<file path="config.mk">
export PLATFORM = sky130hd
export DESIGN_NAME = dcache_top
export DESIGN_NICKNAME = d
export VERILOG_FILES = /design/src/dcache_pkg.sv /design/src/dcache_array.sv /design/src/dcache_ctrl.sv /design/src/dcache_lookup.sv /design/src/dcache_top.sv
export SDC_FILE = /design/constraint.sdc
export NUM_CORES = 2
export LEC_CHECK = 0
export BUFFER_PORTS_ARGS = -buffer_cell sky130_fd_sc_hd__buf_2
export CORE_MARGIN = 5
export CORE_UTILIZATION = 35
export CTS_BUF_LIST = sky130_fd_sc_hd__clkbuf_4 sky130_fd_sc_hd__clkbuf_8
export DETAILED_ROUTE_END_ITERATION = 16
export PLACE_DENSITY = 0.49
export SLEW_MARGIN = 30
export SYNTH_ARGS = -nofsm -noshare
export SYNTH_HDL_FRONTEND = slang
export SYNTH_HIERARCHICAL = 1
export SYNTH_SLANG_ARGS = --single-unit
</file>
<file path="constraint.sdc">
create_clock -name CLK -period 6.3 [get_ports CLK]
set_clock_uncertainty 0.15 [all_clocks]
set_input_delay 1.26 -clock CLK [delete_from_list [all_inputs] [get_ports CLK]]
set_output_delay 1.26 -clock CLK [all_outputs]
set_load 0.1 [all_outputs]
</file>
<file path="src/dcache_pkg.sv">
// Cache geometry constants, word/frame/set/request structs and controller states
package dcache_pkg;

    localparam int WORD_W   = 32;
    localparam int INDEX_W  = 3;
    localparam int SETS     = 8;
    localparam int OFFSET_W = 3;   // Bit 2 picks the word
    localparam int TAG_W    = WORD_W - INDEX_W - OFFSET_W;
    localparam int FLUSH_W  = 5;   // End bit, way bit, set bits

    typedef logic [WORD_W-1:0] word_t;

    // One way of a set
    typedef struct packed {
        logic             valid;
        logic             dirty;
        logic [TAG_W-1:0] tag;
        word_t [1:0]      data;
    } frame_t;

    typedef struct packed {
        frame_t left;
        frame_t right;
        logic   mru;   // Way last hit, 1 is right
    } set_t;

    // Processor side request
    typedef struct packed {
        logic  ren;
        logic  wen;
        word_t addr;
        word_t store;
    } dcache_req_t;

    // Memory side request
    typedef struct packed {
        logic  ren;
        logic  wen;
        word_t addr;
        word_t store;
    } mem_req_t;

    typedef enum logic [3:0] {
        IDLE,
        CHECK,
        WB1,
        WB2,
        FILL1,
        FILL2,
        FLUSH_CHECK,
        FLUSH_WB1,
        FLUSH_WB2,
        DONE
    } ctrl_state_t;

endpackage

</file>
<file path="src/dcache_array.sv">
// Frame storage for all sets with one indexed read port and one set-wide write port
`timescale 1ns/1ps

module dcache_array (
    input  logic                           CLK,
    input  logic                           nRST,
    input  logic [dcache_pkg::INDEX_W-1:0] rd_index,
    input  logic                           wr_en,
    input  logic [dcache_pkg::INDEX_W-1:0] wr_index,
    input  dcache_pkg::set_t               wr_set,
    output dcache_pkg::set_t               rd_set
);
    import dcache_pkg::*;

    set_t [SETS-1:0] sets;

    always_ff @(posedge CLK, negedge nRST) begin
        if (!nRST) begin
            sets <= '0;   // All frames invalid and clean
        end else if (wr_en) begin
            sets[wr_index] <= wr_set;
        end
    end

    // Combinational read
    assign rd_set = sets[rd_index];

endmodule

</file>
<file path="src/dcache_ctrl.sv">
// Cache controller FSM for hits, victim write-back, block fill and halt flush
`timescale 1ns/1ps

module dcache_ctrl (
    input  logic                           CLK,
    input  logic                           nRST,
    input  dcache_pkg::dcache_req_t        req,
    input  logic                           halt,
    input  logic [dcache_pkg::TAG_W-1:0]   tag,
    input  logic [dcache_pkg::INDEX_W-1:0] index,
    input  logic                           word_sel,
    input  logic                           match,
    input  logic                           match_way,
    input  dcache_pkg::set_t               rd_set,
    input  logic                           dwait,
    input  dcache_pkg::word_t              mem_load,
    output logic [dcache_pkg::INDEX_W-1:0] rd_index,
    output logic                           wr_en,
    output logic [dcache_pkg::INDEX_W-1:0] wr_index,
    output dcache_pkg::set_t               wr_set,
    output dcache_pkg::mem_req_t           mem,
    output logic                           hit,
    output dcache_pkg::word_t              load,
    output logic                           flushed
);
    import dcache_pkg::*;

    ctrl_state_t          state, nxt_state;
    logic [FLUSH_W-1:0]   flush_cnt, nxt_flush_cnt;
    logic [INDEX_W-1:0]   flush_index;
    logic                 flush_way;
    logic                 flushing;
    logic                 victim_way;
    frame_t               victim;
    frame_t               flush_frame;

    function automatic frame_t get_frame(set_t s, logic way);
        return way ? s.right : s.left;
    endfunction

    function automatic set_t put_frame(set_t s, logic way, frame_t f);
        set_t r;
        r = s;
        if (way) begin
            r.right = f;
        end else begin
            r.left = f;
        end
        return r;
    endfunction

    function automatic word_t block_addr(logic [TAG_W-1:0] t, logic [INDEX_W-1:0] i, logic w);
        return {t, i, w, 2'b00};
    endfunction

    assign flush_index = flush_cnt[INDEX_W-1:0];
    assign flush_way   = flush_cnt[INDEX_W];
    assign flushing    = (state == FLUSH_CHECK) || (state == FLUSH_WB1) || (state == FLUSH_WB2);

    // Flush walk reads the counter's set
    assign rd_index = flushing ? flush_index : index;
    assign wr_index = rd_index;

    assign victim_way  = ~rd_set.mru;
    assign victim      = get_frame(rd_set, victim_way);
    assign flush_frame = get_frame(rd_set, flush_way);

    always_ff @(posedge CLK, negedge nRST) begin
        if (!nRST) begin
            state     <= IDLE;
            flush_cnt <= '0;
        end else begin
            state     <= nxt_state;
            flush_cnt <= nxt_flush_cnt;
        end
    end

    always_comb begin
        nxt_state     = state;
        nxt_flush_cnt = flush_cnt;
        case (state)
            IDLE: begin
                if (halt) begin
                    nxt_state = FLUSH_CHECK;
                end else if ((req.ren || req.wen) && !match) begin
                    nxt_state = CHECK;
                end
            end
            CHECK: begin
                nxt_state = (victim.valid && victim.dirty) ? WB1 : FILL1;
            end
            WB1: begin
                if (!dwait) begin
                    nxt_state = WB2;
                end
            end
            WB2: begin
                if (!dwait) begin
                    nxt_state = FILL1;
                end
            end
            FILL1: begin
                if (!dwait) begin
                    nxt_state = FILL2;
                end
            end
            FILL2: begin
                if (!dwait) begin
                    nxt_state = IDLE;   // Request hits next cycle
                end
            end
            FLUSH_CHECK: begin
                if (flush_cnt[FLUSH_W-1]) begin
                    nxt_state = DONE;
                end else if (flush_frame.valid && flush_frame.dirty) begin
                    nxt_state = FLUSH_WB1;
                end else begin
                    nxt_flush_cnt = flush_cnt + 1'b1;
                end
            end
            FLUSH_WB1: begin
                if (!dwait) begin
                    nxt_state = FLUSH_WB2;
                end
            end
            FLUSH_WB2: begin
                if (!dwait) begin
                    nxt_state     = FLUSH_CHECK;
                    nxt_flush_cnt = flush_cnt + 1'b1;
                end
            end
            DONE: begin
                nxt_state = DONE;   // Held until reset
            end
            default: begin
                nxt_state = IDLE;
            end
        endcase
    end

    always_comb begin
        frame_t f;
        f       = '0;
        wr_en   = 1'b0;
        wr_set  = rd_set;
        mem     = '0;
        hit     = 1'b0;
        load    = '0;
        flushed = 1'b0;
        case (state)
            IDLE: begin
                if (match) begin
                    hit = 1'b1;
                    f   = get_frame(rd_set, match_way);
                    if (req.wen) begin
                        f.data[word_sel] = req.store;
                        f.dirty          = 1'b1;
                    end else begin
                        load = f.data[word_sel];
                    end
                    wr_set     = put_frame(rd_set, match_way, f);
                    wr_set.mru = match_way;
                    wr_en      = 1'b1;
                end
            end
            WB1: begin
                mem.wen   = 1'b1;
                mem.addr  = block_addr(victim.tag, index, 1'b0);
                mem.store = victim.data[0];
            end
            WB2: begin
                mem.wen   = 1'b1;
                mem.addr  = block_addr(victim.tag, index, 1'b1);
                mem.store = victim.data[1];
                if (!dwait) begin
                    f       = victim;
                    f.valid = 1'b0;
                    wr_set  = put_frame(rd_set, victim_way, f);
                    wr_en   = 1'b1;
                end
            end
            FILL1: begin
                mem.ren  = 1'b1;
                mem.addr = block_addr(tag, index, 1'b0);
                if (!dwait) begin
                    f         = victim;
                    f.valid   = 1'b0;   // Stale tag must not match mid-fill
                    f.data[0] = mem_load;
                    wr_set    = put_frame(rd_set, victim_way, f);
                    wr_en     = 1'b1;
                end
            end
            FILL2: begin
                mem.ren  = 1'b1;
                mem.addr = block_addr(tag, index, 1'b1);
                if (!dwait) begin
                    f         = victim;
                    f.data[1] = mem_load;
                    f.tag     = tag;
                    f.valid   = 1'b1;
                    f.dirty   = 1'b0;
                    wr_set    = put_frame(rd_set, victim_way, f);
                    wr_en     = 1'b1;
                end
            end
            FLUSH_WB1: begin
                mem.wen   = 1'b1;
                mem.addr  = block_addr(flush_frame.tag, flush_index, 1'b0);
                mem.store = flush_frame.data[0];
            end
            FLUSH_WB2: begin
                mem.wen   = 1'b1;
                mem.addr  = block_addr(flush_frame.tag, flush_index, 1'b1);
                mem.store = flush_frame.data[1];
            end
            DONE: begin
                flushed = 1'b1;
            end
            default: begin
                wr_en = 1'b0;
            end
        endcase
    end

endmodule

</file>
<file path="src/dcache_lookup.sv">
// Address split and two-way tag compare for the indexed set
`timescale 1ns/1ps

module dcache_lookup (
    input  dcache_pkg::dcache_req_t        req,
    input  dcache_pkg::set_t               set_q,
    output logic [dcache_pkg::TAG_W-1:0]   tag,
    output logic [dcache_pkg::INDEX_W-1:0] index,
    output logic                           word_sel,
    output logic                           match,
    output logic                           match_way
);
    import dcache_pkg::*;

    logic active;
    logic left_hit;
    logic right_hit;

    // Address fields
    assign tag      = req.addr[WORD_W-1 -: TAG_W];
    assign index    = req.addr[OFFSET_W +: INDEX_W];
    assign word_sel = req.addr[OFFSET_W-1];

    assign active = req.ren || req.wen;

    always_comb begin
        left_hit  = set_q.left.valid && (set_q.left.tag == tag);
        right_hit = set_q.right.valid && (set_q.right.tag == tag);
    end

    always_comb begin
        match     = 1'b0;
        match_way = 1'b0;
        if (active) begin
            if (left_hit) begin
                match     = 1'b1;
                match_way = 1'b0;   // Left wins a double match
            end else if (right_hit) begin
                match     = 1'b1;
                match_way = 1'b1;
            end
        end
    end

endmodule

</file>
<file path="src/dcache_top.sv">
// Data cache top level joining lookup, controller and frame array
`timescale 1ns/1ps

module dcache_top (
    input  logic                    CLK,
    input  logic                    nRST,
    input  dcache_pkg::dcache_req_t req,
    input  logic                    halt,
    input  logic                    dwait,
    input  dcache_pkg::word_t       mem_load,
    output logic                    hit,
    output dcache_pkg::word_t       load,
    output logic                    flushed,
    output dcache_pkg::mem_req_t    mem
);
    import dcache_pkg::*;

    logic [TAG_W-1:0]   tag;
    logic [INDEX_W-1:0] index;
    logic               word_sel;
    logic               match;
    logic               match_way;
    logic [INDEX_W-1:0] rd_index;
    logic [INDEX_W-1:0] wr_index;
    logic               wr_en;
    set_t               rd_set;
    set_t               wr_set;

    dcache_lookup lookup (
        .req       (req),
        .set_q     (rd_set),
        .tag       (tag),
        .index     (index),
        .word_sel  (word_sel),
        .match     (match),
        .match_way (match_way)
    );

    dcache_array array (
        .CLK      (CLK),
        .nRST     (nRST),
        .rd_index (rd_index),
        .wr_en    (wr_en),
        .wr_index (wr_index),
        .wr_set   (wr_set),
        .rd_set   (rd_set)
    );

    dcache_ctrl ctrl (
        .CLK       (CLK),
        .nRST      (nRST),
        .req       (req),
        .halt      (halt),
        .tag       (tag),
        .index     (index),
        .word_sel  (word_sel),
        .match     (match),
        .match_way (match_way),
        .rd_set    (rd_set),
        .dwait     (dwait),
        .mem_load  (mem_load),
        .rd_index  (rd_index),
        .wr_en     (wr_en),
        .wr_index  (wr_index),
        .wr_set    (wr_set),
        .mem       (mem),
        .hit       (hit),
        .load      (load),
        .flushed   (flushed)
    );

endmodule

</file>
==> results.toml <==
[timing]
timing.hold.ws_ns = 0.0932
setup_violations = 1571
max_slew.worst_pin.slew_ns = 1.44
setup_ws_ns = -1.54
slew_viol_final = 0
hold_viol_final = 0
fin_crit_sh_pct = 124
min_period_ns = 7.84
rsz0062_at_grt = "true"
max_slew_margin_pct = 2.97
fmax_mhz = 128

[critical_path]
r2r_slack_ns = -0.78
crit_buf_inv = 8
rr_worst_depth = 33
endpoint_kind = "output pin"
rr_endpoint = "array/sets[143]"
crit_chain = "nor4b_4, o21bai_4, nor2_4, mux2_8, buf_4, buf_16, buf_4, mux4_2, mux2_2, xor2_1, nor4_2, nand4_1, buf_4, nor3b_4, clkbuf_16, buf_12, buf_16, mux4_2, nor2b_4, buf_12"
startpoint_type = "register"
max_stage_delay_ns = 0.56
crit_type = "reg -> out"
timing.critical_path.arrival_ns = 6.43
rr_startpoint = "ctrl/state[2]"
crit_slowest_cell = "mux4_2"
crit_family = "multiplexers"
worstSetupStartpoint = "ctrl/state[2]"
worstPathRequired_ns = 4.89
crit_fanout = 11
crit_top_cell = "buf_4"
path_depth = 20

[final_layout]
syn_to_final_growth_pct = 24.3
nFillCells = 19100
layout.nets = 5643
post_layout_nonfiller_instances = 8564
drive_gt1_share_pct = 62.2

[logic_synthesis]
syn_area_per_cell_um2 = 15.3
synth_cell_types = 64
synthArstFlopShare_pct = 100
synth_seq_area_share_pct = 50.1
ys_ff_latch = 1489
synth_warnings = 6
netlist_instances = 4848
synth_area_leaders = "dfrtp_1 50%, mux2_2 26%, mux4_2 12%, a221o_1 1.7%, mux2i_1 1.6%"
synthFlopType = "dfrtp_1"
synth_top_area_share_pct = 50.1
yosysTopAreaCell = "dfrtp_1"
synth_edf_count = 0
synth_area_mm2 = 0.0744

[flow_run]
drv_cap = 0

[route]
drc = 0
wl_met3_um = 11900
drtIter0Drc = 3033
drt_wl_total_um = 240000
wl_per_cell_um = 28.0
viasPerCell = 5.55
highest_layer = "met5"
wl_met1_um = 106000
num_vias = 47500
drt-pass1-iter-count = 10
drtAntennaViolNets = 0
met2_length_um = 115000

[floorplanning]
core_area_mm2 = 0.212
initial_core_util_pct = 35.1
die_h_um = 471
die-area_mm2 = 0.222
pin_count = 202
rows = 169
die_x_um = 471

[cts]
ctsHtreeMaxLevel = 5
clk_latency_ns = 1.02
cts_tree = "done"
cts_buffers = 291
cts_root_buf = "clkbuf_8"
clock_tree.buffer_depth = 4
numClockSinks = 1489
path_clk_slew_ns = 0.06

[global_routing]
grt_pass1_vias = 50800
grt_usage_pct = 21.0
grt-ovfl-total = 0
grt_max_degree = 167
grt_first_pass_wirelength_um = 351000
antenna_found_initial = 34

[pwr]
power_frac_comb_pct = 33.9
power-per-cell-area_mw_per_mm2 = 359
power.share.switching_pct = 33.0
p_sw_w = 0.0110
vdd_drop_max_v = 0.000405
pwr-share-seq_pct = 36.3
p_leak_nw = 43.7
clockPowerShare_pct = 29.8
intPower_w = 0.0222

[placement]
io_buffers = 197
dp_hpwl_um = 145000
place.gp.congestion = 0.796
post-place-ws_ns = -1.19
post-place-cells = 7929

[run_status]
violations = "setup timing"
status = "complete, but fails checks"

[worst_hold_path]
hold_class = "in -> async"
## cell usage in the layout (no fill, tap or decap), drive strengths merged, types with 3 or more instances in the layout
| cell type | synthesis | final |
|---|---|---|
| o21ai | 4 | 4 |
| nand2 | 98 | 98 |
| clkbuf | 99 | 458 |
| and4bb | 3 | 3 |
| nor3 | 6 | 6 |
| nor4b | 3 | 3 |
| xor2 | 24 | 24 |
| mux2i | 117 | 117 |
| nor4 | 8 | 8 |
| nand2b | 5 | 5 |
| diode | 0 | 23 |
| nand3b | 3 | 3 |
| dfrtp | 1489 | 1489 |
| a31oi | 3 | 3 |
| and3 | 3 | 3 |
| a222oi | 32 | 32 |
| bufbuf | 0 | 5 |
| xnor2 | 31 | 31 |
| nand4 | 12 | 12 |
| or2 | 3 | 3 |
| or3 | 4 | 4 |
| nand4b | 5 | 5 |
| clkinvlp | 0 | 4 |
| a22o | 3 | 3 |
| o221ai | 26 | 26 |
| bufinv | 0 | 4 |
| buf | 313 | 783 |
| mux2 | 1785 | 1787 |
| nor2b | 34 | 34 |
| nor2 | 147 | 147 |
| nand3 | 5 | 5 |
| inv | 7 | 9 |
| a221o | 128 | 128 |
| clkinv | 0 | 25 |
| a21oi | 14 | 14 |
| mux4 | 402 | 402 |
## metal layers
metal / global-route usage [%] / vias to the layer above
li1: - / 20000
met2: 34.4 / 1323
met3: 3.88 / 430
met5: 0 / -
met1: 28.7 / 25800
met4: 5.59 / 22
## worst max path at each step
stage	end	slack [ns]
2_1_floorplan	load[10]	0.00008
3_3_place_gp	load[8]	-1.23
3_5_place_dp	load[13]	-1.19
4_1_cts	load[10]	-1.58
5_1_grt	load[10]	-1.72
6_report	load[10]	-1.54
## repair_timing
action / CTS / global route
pin swaps: 21 / 37
setup endpoints to repair: 1537 / 1311
setup buffers: 64 / 43
gates resized for setup: 225 / 118
hold buffers: 0 / 0
cloned: 21 / 18
## cell families (layout without fill, tap and decap cells)
group / count (synthesis) / count (layout) / share of synthesized area (%)
xor+xnor: 55 / 55 / 0.648
compound gates: 229 / 229 / 2.86
simple gates: 350 / 350 / 2.29
mux: 2304 / 2306 / 40.8
other cells: 1 / 25 / 0.00504
flops: 1489 / 1489 / 50.1
fa+ha+maj: 1 / 1 / 0.0168
buf+inv: 419 / 1288 / 3.29
## power groups by stage
stage / registers [W] / logic (W) / clock network (W)
after floorplan: 0.0119 / 0.00690 / 0
after global placement: 0.0121 / 0.0103 / 0
after detailed placement: 0.0122 / 0.0104 / 0
after CTS: 0.0120 / 0.0111 / 0.0102
after global routing: 0.0122 / 0.0119 / 0.0106
final: 0.0121 / 0.0112 / 0.00991
## cell type report
class | count | area (um2) | area share, %
Sequential cell | 1489 | 37300 | 40.3
Timing Repair Buffer | 808 | 9950 | 10.8
Clock buffer | 438 | 5530 | 5.98
Tap cell | 2821 | 3530 | 3.82
Multi-Input combinational cell | 2943 | 35800 | 38.7
Inverter | 7 | 33.8 | 0.0365
Antenna cell | 23 | 57.6 | 0.0623
Clock inverter | 35 | 293 | 0.317
## cells in the mapped netlist, types with 2 or more instances
master and count:
and3_1 3, xnor2_1 31, or4bb_1 2, and4_1 2
mux2i_1 117, or3_1 4, nand4b_1 5, buf_2 134
and4bb_2 3, nor3_2 2, nor4_1 7, buf_6 40
nor2b_1 34, o21bai_1 2, nor2_1 147, buf_1 30
mux2_2 1730, a222oi_1 32, nand4_1 12, a22o_1 3
nor3_1 4, mux4_2 402, nand2_1 98, a21oi_1 14
clkbuf_1 99, dfrtp_1 1489, nand3b_1 3, o21ai_0 4
o2111a_1 2, o32ai_1 2, a221o_1 128, o22ai_1 2
or2_2 3, xor2_1 24, nor4b_4 2, o221ai_1 26
buf_4 109, a31oi_1 3, nand3_1 5, mux2_1 55
inv_1 7, nand2b_1 5
## state kept, by name (all words and copies together), names as in the netlist
register and count:
array/sets 1480, ctrl/flush_cnt 5, ctrl/state 4
## stage by stage
step	area (um2)	total power, W	setup TNS (ns)	utilization [%]
after floorplan	74900	0.0188	0	-
after global placement	83100	0.0225	-726.36	39.3
after detailed placement	83100	0.0226	-716.94	39.3
after CTS	91100	0.0333	-89.79	43.0
after global routing	92400	0.0347	-1048.30	43.7
final	92400	0.0332	-869.23	43.7
(Power assumes the default switching activity.)
